[src/hw/dallanma_params.svh]
`ifndef DALLANMA_PARAMS_SVH
`define DALLANMA_PARAMS_SVH

// Program counter width
`define PS_BIT      32

// Operand and immediate width
`define VERI_BIT    32

// Number of 2-bit direction counters which has to be a power of two
`define BHT_SATIR   64

`endif
[src/hw/dallanma_pkg.sv]
`include "dallanma_params.svh"

package dallanma_pkg;

    // Branch micro-op codes as delivered by decode
    typedef enum logic [3:0] {
        UOP_DAL_YOK  = 4'd0,    // Not a branch
        UOP_DAL_BEQ  = 4'd1,
        UOP_DAL_BNE  = 4'd2,
        UOP_DAL_BLT  = 4'd3,
        UOP_DAL_BGE  = 4'd4,
        UOP_DAL_BLTU = 4'd5,
        UOP_DAL_BGEU = 4'd6,
        UOP_DAL_JAL  = 4'd7,
        UOP_DAL_JALR = 4'd8
    } uop_dal_e;

    typedef logic [`PS_BIT-1:0]   ps_t;
    typedef logic [`VERI_BIT-1:0] veri_t;

    // Values 0 and 1 predict not taken, 2 and 3 predict taken
    typedef logic [1:0] sayac_t;

    // Weakly not taken
    localparam sayac_t SAYAC_ILK = 2'd1;

    localparam sayac_t SAYAC_EN_KUCUK = 2'd0;
    localparam sayac_t SAYAC_EN_BUYUK = 2'd3;

endpackage

[src/hw/dal_alt_sistem.sv]
`timescale 1ns/10ps

module dal_alt_sistem (
    input  logic                   clk_i,
    input  logic                   rst_n_i,

    input  logic                   islem_gecerli_i,
    input  dallanma_pkg::uop_dal_e islem_kod_i,
    input  dallanma_pkg::ps_t      islem_ps_i,
    input  dallanma_pkg::veri_t    islem_rs1_i,
    input  dallanma_pkg::veri_t    islem_rs2_i,
    input  dallanma_pkg::veri_t    islem_anlik_i,
    input  logic                   islem_atladi_i,

    input  dallanma_pkg::ps_t      tahmin_ps_i,
    output logic                   tahmin_atla_o,

    output logic                   yonlendir_gecerli_o,
    output dallanma_pkg::ps_t      yonlendir_ps_o,
    output logic                   baglanti_gecerli_o,
    output dallanma_pkg::ps_t      baglanti_deger_o,
    output logic                   guncelle_gecerli_o,
    output dallanma_pkg::ps_t      guncelle_ps_o,
    output logic                   guncelle_atladi_o
);

    import dallanma_pkg::*;

    uop_dal_e kod;
    ps_t      ps;
    veri_t    anlik;
    logic     atladi;
    logic     amb_esittir;
    logic     amb_kucuktur;
    logic     amb_kucuktur_isaretsiz;

    ps_t      g1_ps;
    logic     g1_ps_gecerli;
    ps_t      g2_ps;
    logic     g2_guncelle;
    logic     g2_atladi;
    ps_t      ps_atlamadi;

    dal_yurutme_asamasi yurutme (
        .clk_i                    (clk_i),
        .rst_n_i                  (rst_n_i),
        .islem_gecerli_i          (islem_gecerli_i),
        .islem_kod_i              (islem_kod_i),
        .islem_ps_i               (islem_ps_i),
        .islem_rs1_i              (islem_rs1_i),
        .islem_rs2_i              (islem_rs2_i),
        .islem_anlik_i            (islem_anlik_i),
        .islem_atladi_i           (islem_atladi_i),
        .temizle_i                (g1_ps_gecerli),  // Wrong-path op is dropped
        .kod_o                    (kod),
        .ps_o                     (ps),
        .anlik_o                  (anlik),
        .atladi_o                 (atladi),
        .amb_esittir_o            (amb_esittir),
        .amb_kucuktur_o           (amb_kucuktur),
        .amb_kucuktur_isaretsiz_o (amb_kucuktur_isaretsiz)
    );

    dallanma_birimi birim (
        .islem_kod_i              (kod),
        .islem_ps_i               (ps),
        .islem_anlik_i            (anlik),
        .islem_atladi_i           (atladi),
        .amb_esittir_i            (amb_esittir),
        .amb_kucuktur_i           (amb_kucuktur),
        .amb_kucuktur_isaretsiz_i (amb_kucuktur_isaretsiz),
        .g1_ps_o                  (g1_ps),
        .g1_ps_gecerli_o          (g1_ps_gecerli),
        .g2_ps_o                  (g2_ps),
        .g2_guncelle_o            (g2_guncelle),
        .g2_atladi_o              (g2_atladi),
        .g2_hatali_tahmin_o       (),
        .ps_atlamadi_o            (ps_atlamadi)
    );

    dal_sonuc_asamasi sonuc (
        .clk_i               (clk_i),
        .rst_n_i             (rst_n_i),
        .g1_ps_i             (g1_ps),
        .g1_ps_gecerli_i     (g1_ps_gecerli),
        .g2_ps_i             (g2_ps),
        .g2_guncelle_i       (g2_guncelle),
        .g2_atladi_i         (g2_atladi),
        .kod_i               (kod),
        .ps_atlamadi_i       (ps_atlamadi),
        .yonlendir_gecerli_o (yonlendir_gecerli_o),
        .yonlendir_ps_o      (yonlendir_ps_o),
        .baglanti_gecerli_o  (baglanti_gecerli_o),
        .baglanti_deger_o    (baglanti_deger_o),
        .guncelle_gecerli_o  (guncelle_gecerli_o),
        .guncelle_ps_o       (guncelle_ps_o),
        .guncelle_atladi_o   (guncelle_atladi_o)
    );

    // Trained from the registered update, one cycle after it is visible
    dal_tahmin_tablosu tablo (
        .clk_i              (clk_i),
        .rst_n_i            (rst_n_i),
        .tahmin_ps_i        (tahmin_ps_i),
        .tahmin_atla_o      (tahmin_atla_o),
        .guncelle_gecerli_i (guncelle_gecerli_o),
        .guncelle_ps_i      (guncelle_ps_o),
        .guncelle_atladi_i  (guncelle_atladi_o)
    );

endmodule

[src/hw/dal_sonuc_asamasi.sv]
`timescale 1ns/10ps

module dal_sonuc_asamasi (
    input  logic                   clk_i,
    input  logic                   rst_n_i,

    input  dallanma_pkg::ps_t      g1_ps_i,
    input  logic                   g1_ps_gecerli_i,
    input  dallanma_pkg::ps_t      g2_ps_i,
    input  logic                   g2_guncelle_i,
    input  logic                   g2_atladi_i,
    input  dallanma_pkg::uop_dal_e kod_i,
    input  dallanma_pkg::ps_t      ps_atlamadi_i,

    output logic                   yonlendir_gecerli_o,
    output dallanma_pkg::ps_t      yonlendir_ps_o,
    output logic                   baglanti_gecerli_o,
    output dallanma_pkg::ps_t      baglanti_deger_o,
    output logic                   guncelle_gecerli_o,
    output dallanma_pkg::ps_t      guncelle_ps_o,
    output logic                   guncelle_atladi_o
);

    import dallanma_pkg::*;

    logic baglanti_cmb;

    // Only jumps write a return address
    assign baglanti_cmb = (kod_i == UOP_DAL_JAL) || (kod_i == UOP_DAL_JALR);

    always_ff @(posedge clk_i) begin
        if (!rst_n_i) begin
            yonlendir_gecerli_o <= 1'b0;
            baglanti_gecerli_o  <= 1'b0;
            guncelle_gecerli_o  <= 1'b0;
        end else begin
            yonlendir_gecerli_o <= g1_ps_gecerli_i;
            baglanti_gecerli_o  <= baglanti_cmb;
            guncelle_gecerli_o  <= g2_guncelle_i;
        end
    end

    always_ff @(posedge clk_i) begin
        yonlendir_ps_o    <= g1_ps_i;
        baglanti_deger_o  <= ps_atlamadi_i; // Link value is ps+4
        guncelle_ps_o     <= g2_ps_i;
        guncelle_atladi_o <= g2_atladi_i;
    end

endmodule

[src/hw/dal_tahmin_tablosu.sv]
`timescale 1ns/10ps

`include "dallanma_params.svh"

module dal_tahmin_tablosu (
    input  logic              clk_i,
    input  logic              rst_n_i,

    input  dallanma_pkg::ps_t tahmin_ps_i,
    output logic              tahmin_atla_o,

    input  logic              guncelle_gecerli_i,
    input  dallanma_pkg::ps_t guncelle_ps_i,
    input  logic              guncelle_atladi_i
);

    import dallanma_pkg::*;

    localparam int SATIR_BIT = $clog2(`BHT_SATIR);

    sayac_t               tablo_r [`BHT_SATIR];
    logic [SATIR_BIT-1:0] tahmin_satir;
    logic [SATIR_BIT-1:0] guncelle_satir;
    sayac_t               eski_sayac;
    sayac_t               yeni_sayac;

    // RV32I ops are word aligned so bits 1:0 carry no index
    assign tahmin_satir   = tahmin_ps_i[SATIR_BIT+1:2];
    assign guncelle_satir = guncelle_ps_i[SATIR_BIT+1:2];

    // A same-cycle update is not forwarded so fetch sees the old counter
    assign tahmin_atla_o = tablo_r[tahmin_satir][1];

    assign eski_sayac = tablo_r[guncelle_satir];

    always_comb begin
        yeni_sayac = eski_sayac;
        if (guncelle_atladi_i) begin
            if (eski_sayac != SAYAC_EN_BUYUK) begin
                yeni_sayac = eski_sayac + 2'd1;
            end
        end else begin
            if (eski_sayac != SAYAC_EN_KUCUK) begin
                yeni_sayac = eski_sayac - 2'd1;
            end
        end
    end

    always_ff @(posedge clk_i) begin
        if (!rst_n_i) begin
            for (int i = 0; i < `BHT_SATIR; i++) begin
                tablo_r[i] <= SAYAC_ILK;
            end
        end else if (guncelle_gecerli_i) begin
            tablo_r[guncelle_satir] <= yeni_sayac;
        end
    end

endmodule

[src/hw/dallanma_birimi.sv]
`timescale 1ns/10ps

`include "dallanma_params.svh"

module dallanma_birimi (
    input  dallanma_pkg::uop_dal_e islem_kod_i,
    input  dallanma_pkg::ps_t      islem_ps_i,
    input  dallanma_pkg::veri_t    islem_anlik_i,
    input  logic                   islem_atladi_i,

    input  logic                   amb_esittir_i,
    input  logic                   amb_kucuktur_i,
    input  logic                   amb_kucuktur_isaretsiz_i,

    output dallanma_pkg::ps_t      g1_ps_o,
    output logic                   g1_ps_gecerli_o,

    output dallanma_pkg::ps_t      g2_ps_o,
    output logic                   g2_guncelle_o,
    output logic                   g2_atladi_o,
    output logic                   g2_hatali_tahmin_o,

    output dallanma_pkg::ps_t      ps_atlamadi_o
);

    import dallanma_pkg::*;

    ps_t  ps_atladi_cmb;
    ps_t  ps_atlamadi_cmb;
    logic dallanma_cmb;
    logic atladi_cmb;
    logic hatali_cmb;
    ps_t  hedef_cmb;

    assign ps_atladi_cmb   = islem_ps_i + ps_t'(islem_anlik_i);
    assign ps_atlamadi_cmb = islem_ps_i + ps_t'(4);

    // Real direction of the held op
    always_comb begin
        dallanma_cmb = 1'b1;
        atladi_cmb   = 1'b0;

        case (islem_kod_i)
            UOP_DAL_BEQ:  atladi_cmb = amb_esittir_i;
            UOP_DAL_BNE:  atladi_cmb = !amb_esittir_i;
            UOP_DAL_BLT:  atladi_cmb = amb_kucuktur_i;
            UOP_DAL_BGE:  atladi_cmb = !amb_kucuktur_i;
            UOP_DAL_BLTU: atladi_cmb = amb_kucuktur_isaretsiz_i;
            UOP_DAL_BGEU: atladi_cmb = !amb_kucuktur_isaretsiz_i;
            UOP_DAL_JAL,
            UOP_DAL_JALR: atladi_cmb = 1'b1;
            default: begin
                dallanma_cmb = 1'b0; // A bubble has nothing to resolve
            end
        endcase
    end

    assign hatali_cmb = dallanma_cmb && (atladi_cmb != islem_atladi_i);

    // Where fetch has to go if the prediction was wrong
    always_comb begin
        hedef_cmb = '0;
        if (dallanma_cmb) begin
            if (!atladi_cmb) begin
                hedef_cmb = ps_atlamadi_cmb;
            end else if (islem_kod_i == UOP_DAL_JALR) begin
                hedef_cmb = {ps_atladi_cmb[`PS_BIT-1:1], 1'b0}; // JALR drops bit 0
            end else begin
                hedef_cmb = ps_atladi_cmb;
            end
        end
    end

    assign g1_ps_o         = hedef_cmb;
    assign g1_ps_gecerli_o = hatali_cmb;

    assign g2_ps_o            = dallanma_cmb ? islem_ps_i : '0;
    assign g2_guncelle_o      = dallanma_cmb;
    assign g2_atladi_o        = atladi_cmb;
    assign g2_hatali_tahmin_o = hatali_cmb;

    assign ps_atlamadi_o = ps_atlamadi_cmb;

endmodule

[src/hw/dal_yurutme_asamasi.sv]
`timescale 1ns/10ps

module dal_yurutme_asamasi (
    input  logic                   clk_i,
    input  logic                   rst_n_i,

    input  logic                   islem_gecerli_i,
    input  dallanma_pkg::uop_dal_e islem_kod_i,
    input  dallanma_pkg::ps_t      islem_ps_i,
    input  dallanma_pkg::veri_t    islem_rs1_i,
    input  dallanma_pkg::veri_t    islem_rs2_i,
    input  dallanma_pkg::veri_t    islem_anlik_i,
    input  logic                   islem_atladi_i,

    input  logic                   temizle_i,

    output dallanma_pkg::uop_dal_e kod_o,
    output dallanma_pkg::ps_t      ps_o,
    output dallanma_pkg::veri_t    anlik_o,
    output logic                   atladi_o,

    output logic                   amb_esittir_o,
    output logic                   amb_kucuktur_o,
    output logic                   amb_kucuktur_isaretsiz_o
);

    import dallanma_pkg::*;

    uop_dal_e kod_r;
    ps_t      ps_r;
    veri_t    rs1_r;
    veri_t    rs2_r;
    veri_t    anlik_r;
    logic     atladi_r;

    // The held op turns into a bubble when the one ahead of it redirects fetch
    always_ff @(posedge clk_i) begin
        if (!rst_n_i) begin
            kod_r <= UOP_DAL_YOK;
        end else if (temizle_i || !islem_gecerli_i) begin
            kod_r <= UOP_DAL_YOK;
        end else begin
            kod_r <= islem_kod_i;
        end
    end

    always_ff @(posedge clk_i) begin
        if (islem_gecerli_i) begin
            ps_r     <= islem_ps_i;
            rs1_r    <= islem_rs1_i;
            rs2_r    <= islem_rs2_i;
            anlik_r  <= islem_anlik_i;
            atladi_r <= islem_atladi_i;
        end
    end

    assign kod_o    = kod_r;
    assign ps_o     = ps_r;
    assign anlik_o  = anlik_r;
    assign atladi_o = atladi_r;

    // Comparator feeding the branch unit
    assign amb_esittir_o            = rs1_r == rs2_r;
    assign amb_kucuktur_o           = $signed(rs1_r) < $signed(rs2_r);
    assign amb_kucuktur_isaretsiz_o = rs1_r < rs2_r;

endmodule

[config.mk]
export PLATFORM = sky130hd
export DESIGN_NAME = dal_alt_sistem
export DESIGN_NICKNAME = d
export VERILOG_FILES = /design/src/hw/dallanma_pkg.sv /design/src/hw/dal_alt_sistem.sv /design/src/hw/dal_sonuc_asamasi.sv /design/src/hw/dal_tahmin_tablosu.sv /design/src/hw/dallanma_birimi.sv /design/src/hw/dal_yurutme_asamasi.sv
export VERILOG_INCLUDE_DIRS = /design/src /design/src/hw
export SDC_FILE = /design/constraint.sdc
export NUM_CORES = 1
export LEC_CHECK = 0
export CORE_MARGIN = 1
export CORE_UTILIZATION = 50
export DETAILED_ROUTE_END_ITERATION = 8
export DONT_BUFFER_PORTS = 1
export HOLD_SLACK_MARGIN = 0.15
export SLEW_MARGIN = 20
export SYNTH_ARGS = -nofsm -noshare
export SYNTH_HDL_FRONTEND = slang
export SYNTH_SLANG_ARGS = --single-unit
[constraint.sdc]
create_clock -name clk_i -period 3.9 [get_ports clk_i]
set_input_delay 0 -clock clk_i [delete_from_list [all_inputs] [get_ports clk_i]]
set_output_delay 0 -clock clk_i [all_outputs]
set_load 0.1 [all_outputs]
Word level (Yosys, flattened, before mapping) --
Memories as Yosys holds them, arrays and structs flattened. A register that Yosys moved wholly into a read port is not among the register bits. Index checks and enable logic that the tools add are counted. W data, S select, Z words.
Cells by class: add/subtract/negate cells 4, multipliers 0, div/mod/pow operators 0, magnitude comparators 2, eq/ne operators 11, shift-type cells 0, multiplexer cells 15, bitwise operators 1, reduce and logical (&&, ||, !) cells 12
Operators with widths (count):
- $lt A32 B32 Y1 | 2
- $add A32 B3 Y32 const B | 1
- $add A32 B32 Y32 | 1
- $eq A32 B32 Y1 | 1
- $mux W32 | 1
- $eq A4 B3 Y1 const B | 4
- $mux W6 | 2
- $eq A4 B2 Y1 const B | 2
- $mux W2 | 4
- $reduce_or A8 Y1 | 1
- $mux W1 | 7
- $pmux W1 S7 | 1
- $reduce_or A2 Y1 | 3
- $eq A4 B1 Y1 const B | 1
- $eq A4 B4 Y1 const B | 1
- $logic_not A1 Y1 | 4
- $add A2 B1 Y2 const B | 1
- $logic_or A1 B1 Y1 | 2
- $ne A2 B2 Y1 const B | 1
- $reduce_bool A2 Y1 | 1
- $sub A2 B1 Y2 const B | 1
- $logic_and A1 B1 Y1 | 1
- $ne A1 B1 Y1 | 1
- $not A1 Y1 | 1
Storage, ports and cells: register bits 233, latch bits 0, memory bits (writable) 128, bits in read-only memories 0, input bits 168, output and inout port bits 101, logic and storage cells 59, memories kept 1
Memory list:
- tablo.tablo_r | words 64, width 2, read ports 2, clocked after memory_dff 1, write ports 64, line dal_tahmin_tablosu.sv:21 | sayac_t tablo_r [`BHT_SATIR];

Logic depth before layout (Yosys ltp) --
Gate-level depths: netlist of the first run.
depth in word-level cells 7, gate-level depth with buffers 13, mapped depth without buffers 12

Cells and area by module --
Synthesis of the first run repeated with hierarchy kept, for this count alone.
Second synthesis, totals: cells, all modules 1444, area, all modules 16895.0 µm²
Modules (own cells, without submodules):
- dal_tahmin_tablosu | times used 1, cells an instance 622, area an instance 6993.0 µm², seq. area each 3843.7 µm²
- dal_yurutme_asamasi | times used 1, cells an instance 253, area an instance 4809.6 µm², seq. area each 3953.8 µm²
- dallanma_birimi | times used 1, cells an instance 464, area an instance 3051.7 µm², seq. area each 0.0 µm²
- dal_sonuc_asamasi | times used 1, cells an instance 105, area an instance 2040.7 µm², seq. area each 2001.9 µm²

Least setup slack after synthesis of the first run --
Ideal clock, no wire load.
path kind reg2reg, start register sonuc.guncelle_ps_o[4], end memory tablo.tablo_r[10][0] in the netlist's numbering, data pin, setup time 0.297 ns, data arrival time 2.908 ns, required time 3.603 ns, slack 0.696 ns, stages on the path, launching flop included 12, path buffers 5, clock period less this slack 3.204 ns, cell sequence dfxtp_1 -> buf_6 -> buf_6 -> buf_2 -> mux4_2 -> mux2i_1 -> o22ai_1 -> nor4_2 -> maj3_2 -> buf_4 -> buf_6 -> nand4_1
RTL lines:
- start: declaration | line dal_sonuc_asamasi.sv:20 | output dallanma_pkg::ps_t guncelle_ps_o,
- start signal: assignment | line dal_sonuc_asamasi.sv:46 | guncelle_ps_o <= g2_ps_i;
- end: declaration | line dal_tahmin_tablosu.sv:21

Worst setup path in the final report of the first run --
start register yurutme.rs1_r[14], end register sonuc.yonlendir_ps_o[8]
On the way: word-level cells in the longest chain between the ends 4, elaborated cells on any way between the ends 8, classes of those cells order compare (2); eq/ne (1); mux (2); reduce/logical (3)
Ends and longest elaborated chain:
- start: declaration | line dal_yurutme_asamasi.sv:31 | veri_t rs1_r;
- start signal: assignment | line dal_yurutme_asamasi.sv:50 | rs1_r <= islem_rs1_i;
- $lt A32 B32 Y1 (tied with other cells) | line dal_yurutme_asamasi.sv:65 | assign amb_kucuktur_isaretsiz_o = rs1_r < rs2_r;
- $logic_not A1 Y1, on equally long branches | line dallanma_birimi.sv:49, dallanma_birimi.sv:45, dallanma_birimi.sv:47
- $pmux W1 S7 * | line dallanma_birimi.sv:43 | case (islem_kod_i)
- $mux W32 * | line dallanma_birimi.sv:64 | if (!atladi_cmb) begin
- end signal: assignment | line dal_sonuc_asamasi.sv:44 | yonlendir_ps_o <= g1_ps_i;
- end: declaration | line dal_sonuc_asamasi.sv:16 | output dallanma_pkg::ps_t yonlendir_ps_o,
Mark *: on every way between the ends. The rest lies on a longest branch, timed or not. A chain may end at the register's enable or synchronous reset.

==> results of run 1 <==
## per-stage QoR
stage / setup WS (ns) / hold slack [ns] / cell area [um2] / total power, mW / std cells
global placement: 0.640 / 0.0989 / 17700 / 7.16 / 1843
detailed placement: 0.653 / 0.0989 / 17700 / 7.17 / 1843
finish: 0.503 / 0.191 / 21700 / 11.2 / 2184
CTS: 0.637 / 0.163 / 21700 / 11.2 / 2184
global route: 0.369 / 0.183 / 21700 / 11.6 / 2184
floorplan: 0.696 / 0.0989 / 17200 / 6.80 / 1445
## cell usage in the layout (no fill, tap or decap), types with 6 or more instances in the layout
master / Yosys / routed
nor3_2: 58 / 58
xor2_1: 22 / 22
o31ai_1: 6 / 6
dlygate4sd3_1: 0 / 268
o22ai_1: 6 / 6
nor2_1: 115 / 115
edfxtp_1: 257 / 257
nand4_1: 22 / 22
and2_1: 38 / 38
clkbuf_1: 54 / 12
a21o_1: 14 / 14
dfxtp_1: 104 / 101
a21oi_1: 49 / 49
nand3_1: 44 / 44
ha_1: 64 / 64
and3_1: 9 / 9
clkinv_2: 0 / 6
mux4_2: 33 / 33
inv_1: 59 / 59
clkbuf_8: 0 / 8
nand2_1: 137 / 137
a211oi_1: 9 / 9
clkbuf_16: 0 / 42
nor3_1: 15 / 15
xnor2_1: 31 / 29
mux2i_1: 27 / 27
buf_4: 12 / 44
o21ai_0: 89 / 89
a221oi_1: 9 / 9
a22oi_1: 9 / 9
nor2b_1: 9 / 9
o21a_1: 6 / 6
## worst min-delay path by stage
stage	from	end	slack (ns)	cells after the start
2_1_floorplan	islem_anlik_i[0]	yurutme.anlik_o[0]	0.1	0
3_3_place_gp	islem_rs2_i[17]	yurutme.rs2_r[17]	0.1	0
4_1_cts	islem_kod_i[3]	yurutme.kod_o[3]	0.16	3
3_5_place_dp	islem_ps_i[19]	yurutme.ps_o[19]	0.1	0
5_1_grt	islem_kod_i[3]	yurutme.kod_o[3]	0.18	3
6_report	islem_kod_i[3]	yurutme.kod_o[3]	0.19	3
## kinds of logic after synthesis
group | synth area share
multiplexers | 0.0636
adder cells (fa/ha/maj) | 0.0489
flip-flops | 0.568
XOR/XNOR | 0.0269
buffers and inverters | 0.0439
AO/OA/AOI/OAI | 0.0965
AND/OR/NAND/NOR | 0.152
## cells in the mapped netlist, drive strengths merged, types with 3 or more instances
cell / count / share of area
edfxtp: 257 / 0.45
nand2: 137 / 0.030
nor2: 116 / 0.025
dfxtp: 104 / 0.12
o21ai: 95 / 0.028
nor3: 74 / 0.039
ha: 64 / 0.046
inv: 59 / 0.013
clkbuf: 56 / 0.012
a21oi: 51 / 0.015
nand3: 44 / 0.013
buf: 40 / 0.018
and2: 38 / 0.014
mux4: 33 / 0.043
xnor2: 31 / 0.016
mux2i: 27 / 0.016
nand4: 23 / 0.0087
xor2: 22 / 0.011
a211oi: 14 / 0.0075
a21o: 14 / 0.0061
a221oi: 11 / 0.0063
and3: 11 / 0.0041
a22oi: 9 / 0.0039
nor2b: 9 / 0.0033
mux2: 7 / 0.0048
o21a: 6 / 0.0026
o22ai: 6 / 0.0022
o31ai: 6 / 0.0026
a211o: 5 / 0.0025
a22o: 5 / 0.0025
nand2b: 5 / 0.0018
nand3b: 5 / 0.0022
nor4: 5 / 0.0025
a21boi: 4 / 0.0020
a31oi: 4 / 0.0015
nor3b: 4 / 0.0020
o221ai: 4 / 0.0024
or3: 4 / 0.0015
and4: 3 / 0.0015
o21bai: 3 / 0.0013
o311ai: 3 / 0.0015
or3b: 3 / 0.0015
## per-layer routing
layer,track usage,share of wire
met4,0.0960,0.036
met1,0.340,0.42
met2,0.432,0.48
met5,0,0
met3,0.0528,0.067
## timing repair
item | CTS | global route
setup buffers | 0 | 0
hold buffers | 270 | 0
gates resized for setup | 0 | 0
endpoints found under the hold margin | 440 | 0
## layout make-up
class	instances	area, um2	share of cell area
Timing Repair Buffer	318	3150	0.145
Tap cell	448	561	0.0258
Clock inverter	9	93.8	0.00432
Inverter	59	221	0.0102
Clock buffer	62	1210	0.0555
Sequential cell	361	9800	0.451
Multi-Input combinational cell	927	6710	0.309
## sequential cells by signal, summed over array words and instances (netlist names)
register / cells
sonuc.guncelle_gecerli_o: 1
yurutme.kod_o: 4
yurutme.anlik_o: 32
sonuc.baglanti_gecerli_o: 1
sonuc.yonlendir_gecerli_o: 1
sonuc.baglanti_deger_o: 32
yurutme.ps_o: 32
yurutme.rs2_r: 32
sonuc.guncelle_ps_o: 32
tablo.tablo_r: 128
yurutme.atladi_o: 1
yurutme.rs1_r: 32
sonuc.guncelle_atladi_o: 1
sonuc.yonlendir_ps_o: 32
## worst max-delay path, stage by stage, from the launching register on
cell      delay, ns
edfxtp_1       0.41
ha_1           0.35
nand4_1        0.19
nor4_2         0.51
nand3_1        0.26
o41ai_1        0.41
nor2_1         0.19
a31oi_4        0.26
buf_12         0.30
nor2_1         0.11
a211oi_1       0.30
## power by group
| part | internal (mW) | switching (mW) |
|---|---|---|
| clock | 2.25 | 1.51 |
| sequential | 4.40 | 1.16 |
| combinational | 0.748 | 1.11 |
==> implementation parameters, run 1 <==
Parameter                              Value

STA
  Final setup violating endpoints    0
  Transition at the pin with the smallest max-transition slack    1.03 ns
  Post-route clock skew    ~0.017 ns
  Fin crit period    3.40 ns
  Worst-case headroom to the max-slew limit    0.309
  Achievable Freq    0.294 GHz
  Unrepaired setup endpoints after global routing    false
  Final TNS setup    0 ns
  Number of pins with negative max-slew slack in the final report    0
  Final Cycle Share    0.871
  Final number of hold-violating endpoints    0

Clocking
  Clock sinks    approximately 360
  Clock root cell    clkbuf_16
  Clock slew at reported path FFs    roughly 0.060 ns
  Insertion delay of the later-clocked pin in the worst-skew pair    0.55 ns
  Cts bufs inserted    39
  Max clock buf depth    3
  TritonCTS clock tree    yes
  H-tree level count    2

Run
  Maximum Capacitance Violations    0

Synth
  Number of unique standard cell types used by synthesis    85
  Number of flops mapped to enable cells by yosys    257
  Average size of a mapped cell    11.9 um2
  Syn. warnings    0
  Sequential area share after synthesis    0.568
  Flops & latches, synth    361
  Async set-or-reset flop fraction in the synthesized netlist    0
  Synth Net Count    1678
  Post-synthesis instance area    0.0172 mm2
  Flip-flop cell with the highest count after synthesis    edfxtp_1
  Number of instances in the synthesized netlist    1445

Route
  Remaining DRCs    0
  DRC marker count from the first detailed-route iteration    971
  Initial DRT Pass Iterations    7
  Post-DR vias/cell    roughly 5.7
  Antenna Nets Post-Route    0
  Wirelength, routed    45800 um
  Via total after detailed routing    12500
  Routed wirelength normalized by instance count    21.0 um

Setup path
  Setup slack, reg-to-reg    between 0.5 and 0.6 ns
  Setup Crit Path Kind    reg2reg
  Crit path capture type    flop
  Largest fanout of any net on the critical path    56
  Required time of the critical path    between 4 and 5 ns
  Worst Path Arrival    3.84 ns
  RR Startpoint    yurutme.rs1_r[14]
  Launch point of the worst path    yurutme.rs1_r[14]
  Critical Path Source Type    flop
  Worst-case reg-to-reg path depth    10
  Endpoint of the most critical register-to-register path    sonuc.yonlendir_ps_o[8]
  End of the critical path    sonuc.yonlendir_ps_o[8]

Die
  Initial core utilization    0.512
  Die height    approximately 190 um
  Count of boundary I/O pins    269
  Die outline width    188 um
  CORE AREA    0.0337 mm2
  Area enclosed by the die boundary    0.0352 mm2
  Row count    67

Global routing
  Maximum number of pins on one net before global-route repair    134
  Number of antenna violations at the first check in global routing    0
  Via count of the first global-routing pass    12600
  Combined global-route utilization of all metal layers    0.261
  Global-route wire length before repair    71100 um
  Grt total ovfl    0

Worst hold path
  Class of the tightest hold or removal check    in2reg

Layout
  Fill cell count    2554
  Number of nets in the layout    1939
  Synth-to-Final Area Change    26.1%
  Count of inserted antenna diode cells    0
  Final Core Density    0.645
  Fraction of layout cells with a size suffix above 1    0.136

Placed design
  # port buffers    0
  Post-detail-place hpwl    27600 um
  Weighted congestion reported at the end of routability-driven placement    0.872

Pwr
  Pwr dens    514 mW/mm2
  Maximum ir drop on the vdd rail    0.467 mV
  Total leakage power    7.72 nW

Run status
  Status    completed
Power figures use the tool's default switching activity.
==> run 2: changes to the inputs <==
- PLACE_DENSITY: unset -> 0.7
==> run 2 against run 1 <==
Against the previous run:
- via count rose by 3.9%
- utilization did not move
- fmax fell by 3.6%
- combinational power barely moved
- largest cell class unchanged
==> implementation parameters, run 2 (same netlist as run 1, synthesis figures left out) <==
Parameter                              Value

Die
  Initial core utilization    0.512 (unchanged)
  CORE AREA    0.0337 mm2 (unchanged)
  Area enclosed by the die boundary    0.0352 mm2 (unchanged)
  Die height    188 um (unchanged)
  Count of boundary I/O pins    269 (unchanged)
  Row count    67 (unchanged)
  Die outline width    188 um (unchanged)

STA
  Post-Route Hold Slack    0.184 ns (-0.00667 ns)
  Achievable Freq    0.284 GHz (-3.6%)
  Final number of hold-violating endpoints    0 (unchanged)
  Worst-case headroom to the max-slew limit    0.300 (-0.00977)
  Final TNS setup    0 ns (unchanged)
  Unrepaired setup endpoints after global routing    false
  Final setup violating endpoints    0 (unchanged)
  Fin crit period    3.52 ns (+0.127 ns)
  Final Cycle Share    0.904 (+0.0326)
  Post-route clock skew    0.0327 ns (+0.0159 ns)
  Transition at the pin with the smallest max-transition slack    1.05 ns (+0.0146 ns)
  Number of pins with negative max-slew slack in the final report    0 (unchanged)

Route
  Initial DRT Pass Iterations    6 (-1)
  Wirelength, routed    49200 um (+7.4%)
  Via total after detailed routing    13000 (+3.9%)
  Routed wirelength normalized by instance count    22.6 um (+7.7%)
  Remaining DRCs    0 (unchanged)
  Post-DR vias/cell    5.98 (+4.1%)
  Antenna Nets Post-Route    0 (unchanged)
  DRC marker count from the first detailed-route iteration    1165 (+20%)

Layout
  Non-filler cells in the finished layout    2179 (-0.23%)
  Synth-to-Final Area Change    26.1% (unchanged)
  Flip-flop count of the largest register after layout    128 (unchanged)
  Leading cell types in the layout, fill and taps excluded    dlygate4sd3_1 (268), edfxtp_1 (257), nand2_1 (137)
  Final Core Density    0.645 (unchanged)
  Number of nets in the layout    1932 (-0.36%)
  Fraction of layout cells with a size suffix above 1    0.135 (-0.000685)
  Footprint of the multi-input gates    0.00671 mm2 (unchanged)
  Fill cell count    2355 (-7.8%)
  Sequential standard cell area    0.00981 mm2 (about the same)
  Register with the most flip-flops    tablo.tablo_r
  Most frequent standard cell in the layout excluding fill and tap cells    dlygate4sd3_1

Global routing
  Number of antenna violations at the first check in global routing    2 (+2)
  Maximum number of pins on one net before global-route repair    134 (unchanged)
  Combined global-route utilization of all metal layers    0.277 (+0.0154)
  Grt total ovfl    0 (unchanged)
  Global-route wire length before repair    75800 um (+6.6%)
  Via count of the first global-routing pass    13200 (+5.3%)

Setup path
  Delay of the slowest cell on the worst path    0.56 ns (+0.05 ns)
  Buf+Inv Stages, Crit Path    2 (+1)
  Required time of the critical path    4.33 ns (about the same)
  Setup Crit Path Kind    reg2reg
  Cell type of the slowest stage on the worst timing path    dlygate4sd3_1
  Critical Path Source Type    flop
  CP top delay family    simple AND/OR/NAND/NOR gates
  CP Cell Sequence    inv_1 > ha_1 > nand4_1 > nor4_2 > nand3_1 > a22oi_1 > a311oi_1 > or2_0 > or4_1 > a21oi_2 > nor3_1 > dlygate4sd3_1
  Largest fanout of any net on the critical path    5 (-91%)
  Worst Path Arrival    3.96 ns (+0.12 ns)
  Crit path capture type    flop

Pwr
  Total leakage power    7.70 nW (-0.23%)
  Pwr dens    524 mW/mm2 (+2.0%)
  Total Power Consumption    11.4 mW (+2.0%)
  Maximum ir drop on the vdd rail    0.440 mV (-5.8%)

Placed design
  Weighted congestion reported at the end of routability-driven placement    0.866 (-0.70%)
  Total instance count after detailed placement    1836 (-0.38%)
  Post-detail-place hpwl    27600 um (about the same)
  # port buffers    0 (unchanged)

Clocking
  Clock root cell    clkbuf_16
  Number of buffers added for setup after CTS    0 (unchanged)
  Post-CTS Hold Fix Bufs    270 (unchanged)
  Insertion delay of the later-clocked pin in the worst-skew pair    0.54 ns (about the same)
  H-tree level count    2 (unchanged)
  TritonCTS clock tree    yes
  Clock slew at reported path FFs    0.07 ns (about the same)
  Clock sinks    361 (unchanged)
  Cts bufs inserted    39 (unchanged)
  Post-CTS resize count    0 (unchanged)
  Max clock buf depth    3 (unchanged)

Run
  Maximum Capacitance Violations    0 (unchanged)

Worst hold path
  Class of the tightest hold or removal check    in2reg

Run status
  Status    completed
[run 2: worst min-delay path, cell delays in order]
cell	delay [ns]
dlygate4sd3_1	0.53
nand3_1	0.10
nor3_1	0.05
[run 2: power breakdown]
group,internal (mW),total [mW],switching [mW]
Clock,2.34,3.92,1.58
Sequential,4.40,5.60,1.20
Combinational,0.745,1.88,1.14
[run 2: final timing paths]
| path | depth (start not counted) | end | slack [ns] | from |
|---|---|---|---|---|
| worst min register to register | 0 | sonuc.baglanti_deger_o[0] | 0.45 | yurutme.ps_o[0] |
| worst max register to register | 12 | yurutme.kod_o[3] | 0.38 | yurutme.rs2_r[15] |
| worst min-delay path | 3 | yurutme.kod_o[2] | 0.18 | islem_kod_i[2] |
| worst max-delay path | 12 | yurutme.kod_o[3] | 0.38 | yurutme.rs2_r[15] |
[run 2: per-layer routing]
| metal | GRT usage | vias up | wire length, um |
|---|---|---|---|
| met1 | 0.341 | 6417 | 18400 |
| met4 | 0.110 | 0 | 1830 |
| met5 | 0 | - | 0 |
| met3 | 0.0517 | 133 | 4120 |
| met2 | 0.479 | 672 | 24900 |
| li1 | - | 5803 | - |
[run 2: area by class of cell]
cell class	count	area share
Antenna cell	1	0.000115
Clock buffer	51	0.0507
Clock inverter	21	0.0118
Inverter	59	0.0102
Multi-Input combinational cell	927	0.309
Sequential cell	361	0.451
Tap cell	448	0.0258
Timing Repair Buffer	311	0.142
[run 2: through the flow]
stage	cell area [um2]	worst slack, ns
5_1_grt	21700	0.179
3_3_place_gp	17600	0.765
4_1_cts	21700	0.488
2_1_floorplan	17200	0.696
3_5_place_dp	17600	0.682
6_report	21700	0.376
==> run 3: changes to the inputs <==
- CELL_PAD_IN_SITES_DETAIL_PLACEMENT: unset -> 0
- CELL_PAD_IN_SITES_GLOBAL_PLACEMENT: unset -> 2
- CORE_UTILIZATION: 50 -> 46
- PLACE_DENSITY: 0.7 -> 0.9
==> run 3 against run 2 <==
Against the previous run:
- global-route usage is 2.4 points lower
- first-iteration DRC count is 14% lower
- wire length is 2.6% lower
- non-clock buffer count is 3 lower
- clock skew is 0.012 ns lower
- clock power is 5.6% lower
- hold slack worse by 0.0030 ns
- critical path type unchanged
- critical endpoint is now sonuc.yonlendir_gecerli_o
==> implementation parameters, run 3 (same netlist as run 1, synthesis figures left out) <==
Parameter                              Value

STA
  Achievable Freq    0.279 GHz (-1.7%)
  Final TNS setup    0 ns (unchanged)
  Unrepaired setup endpoints after global routing    false
  Worst-case headroom to the max-slew limit    0.305 (+0.00560)
  Fin crit period    3.59 ns (+0.0626 ns)
  Final number of hold-violating endpoints    0 (unchanged)
  Final Cycle Share    0.920 (+0.0161)
  Transition at the pin with the smallest max-transition slack    1.04 ns (-0.00839 ns)
  Post-route clock skew    0.0203 ns (-0.0124 ns)
  Number of pins with negative max-slew slack in the final report    0 (unchanged)
  Final setup violating endpoints    0 (unchanged)

Clocking
  Number of buffers added for setup after CTS    0 (unchanged)
  Clock root cell    clkbuf_16
  Clock sinks    361 (unchanged)
  Max clock buf depth    3 (unchanged)
  Clock slew at reported path FFs    0.06 ns (about the same)
  TritonCTS clock tree    yes
  Cts bufs inserted    40 (+2.6%)
  H-tree level count    2 (unchanged)
  Insertion delay of the later-clocked pin in the worst-skew pair    0.55 ns (about the same)

Global routing
  Met3 GRT Util    0.0554 (+0.00378)
  Grt total ovfl    0 (unchanged)
  Maximum number of pins on one net before global-route repair    134 (unchanged)
  Global-route wire length before repair    74400 um (-1.9%)
  Combined global-route utilization of all metal layers    0.253 (-0.0237)
  GR Util met1    0.317 (-0.0240)
  Met2 global-route usage    0.422 (-0.0567)
  Via count of the first global-routing pass    13000 (-1.8%)
  Highest-utilization routing layer at the global route stage    met2
  Number of antenna violations at the first check in global routing    1 (-1)

Placed design
  Instance area after placement    0.0177 mm2 (+0.34%)
  Weighted congestion reported at the end of routability-driven placement    0.841 (-2.9%)
  # port buffers    0 (unchanged)
  Post-detail-place hpwl    27500 um (-0.31%)

Layout
  Synth-to-Final Area Change    25.7%
  Most frequent standard cell in the layout excluding fill and tap cells    dlygate4sd3_1
  Final std cell area, no fill    0.0217 mm2 (-0.36%)
  Number of nets in the layout    1930 (-0.10%)
  Fraction of layout cells with a size suffix above 1    0.131 (-0.00440)
  Fill cell count    2822 (+20%)
  Leading cell types in the layout, fill and taps excluded    dlygate4sd3_1 (265), edfxtp_1 (257), nand2_1 (137)
  Register with the most flip-flops    tablo.tablo_r
  Flip-flop count of the largest register after layout    128 (unchanged)

Setup path
  Cell type of the slowest stage on the worst timing path    dlygate4sd3_1
  Largest fanout of any net on the critical path    5 (unchanged)
  Crit path capture type    flop
  Required time of the critical path    4.39 ns (+0.06 ns)
  Delay of the slowest cell on the worst path    0.54 ns (-0.02 ns)
  CP Cell Sequence    inv_1 > ha_1 > a21o_1 > a21oi_1 > o221ai_1 > a22oi_1 > a311oi_1 > or2_0 > or4_1 > a21oi_2 > o21a_1 > dlygate4sd3_1
  Worst Path Arrival    4.08 ns (+0.12 ns)
  Setup Crit Path Kind    reg2reg
  Critical Path Source Type    flop

Run
  Maximum Capacitance Violations    0 (unchanged)

Die
  Initial core utilization    0.469 (-0.0429)
  Count of boundary I/O pins    269 (unchanged)
  Die outline width    196 um (+4.2%)
  Die height    196 um (+4.2%)
  Area enclosed by the die boundary    0.0383 mm2 (+8.6%)
  Row count    70 (+4.5%)
  CORE AREA    0.0368 mm2 (+9.2%)

Route
  Routed wirelength normalized by instance count    21.8 um (-3.4%)
  Via total after detailed routing    12700 (-2.7%)
  Initial DRT Pass Iterations    5 (-1)
  Post-DR vias/cell    5.77 (-3.5%)
  DRC marker count from the first detailed-route iteration    997 (-14%)
  Wirelength, routed    47900 um (-2.6%)
  Remaining DRCs    0 (unchanged)
  Antenna Nets Post-Route    0 (unchanged)

Pwr
  Total Power Consumption    11.2 mW (-2.1%)
  Maximum ir drop on the vdd rail    0.579 mV (+32%)
  Total leakage power    7.66 nW (-0.51%)
  Pwr dens    515 mW/mm2 (-1.7%)

Run status
  Status    completed

Worst hold path
  Class of the tightest hold or removal check    in2reg
-- run 3: cell types whose count changed in the layout (fill, tap and decap cells not counted), moves of 3 or more --
| cell | before | now |
|---|---|---|
| buf_12 | 3 | 6 |
| buf_4 | 38 | 35 |
| dlygate4sd3_1 | 268 | 265 |
| bufinv_16 | 5 | 2 |
| clkbuf_1 | 6 | 12 |
-- run 3: per-layer routing --
metal / up-vias / wire (um)
met5: - / 0
li1: 5803 / -
met1: 6164 / 18900
met2: 583 / 23200
met3: 118 / 3900
met4: 0 / 1900
-- run 3: per-stage QoR --
| stage | worst slack, ns | utilization | instances | hold WS, ns |
|---|---|---|---|---|
| after floorplan | 0.696 | - | 1445 | 0.0989 |
| after global placement | 0.734 | 0.481 | 1856 | 0.0989 |
| after detailed placement | 0.689 | 0.481 | 1856 | 0.0989 |
| after CTS | 0.523 | 0.589 | 2195 | 0.167 |
| after global routing | 0.134 | 0.589 | 2196 | 0.191 |
| final | 0.314 | 0.589 | 2196 | 0.181 |
-- run 3: final cells by class --
cell class	count	area (um2)	area share
clock buffer	57	1130	0.0520
multi-input combinational	927	6710	0.310
tap	468	586	0.0270
antenna	1	2.50	0.000115
timing repair buffer	308	3090	0.143
clock inverter	15	126	0.00583
sequential	361	9800	0.452
inverter	59	221	0.0102
-- run 3: critical path, delay by kind of cell (launching register included) --
kind | cells | cell delay [ns]
AOI/OAI and AO/OA | 7 | 1.55
and+or+nand+nor | 2 | 0.67
buffers and inverters | 2 | 0.60
DFF | 1 | 0.37
adders and majority gates | 1 | 0.33
-- run 3: power breakdown --
part           internal (mW)  switching (mW)  leakage, nW
clock network           2.14            1.55        0.613
logic                  0.759            1.13         3.81
registers               4.40            1.18         3.24
-- run 3: path summary, 6_finish.rpt --
kind,start,endpoint,slack (ns),depth (start not counted)
setup / recovery,yurutme.rs2_r[13],sonuc.yonlendir_gecerli_o,0.31,12
hold / removal,islem_kod_i[3],yurutme.kod_o[3],0.18,3
setup reg to reg,yurutme.rs2_r[13],sonuc.yonlendir_gecerli_o,0.31,12
hold reg to reg,yurutme.ps_o[1],sonuc.baglanti_deger_o[1],0.50,0
-- run 3: timing repair --
action,4_1_cts,5_1_grt
resized for setup,0,0
hold buffers,267,0
endpoints found under the hold margin,421,0
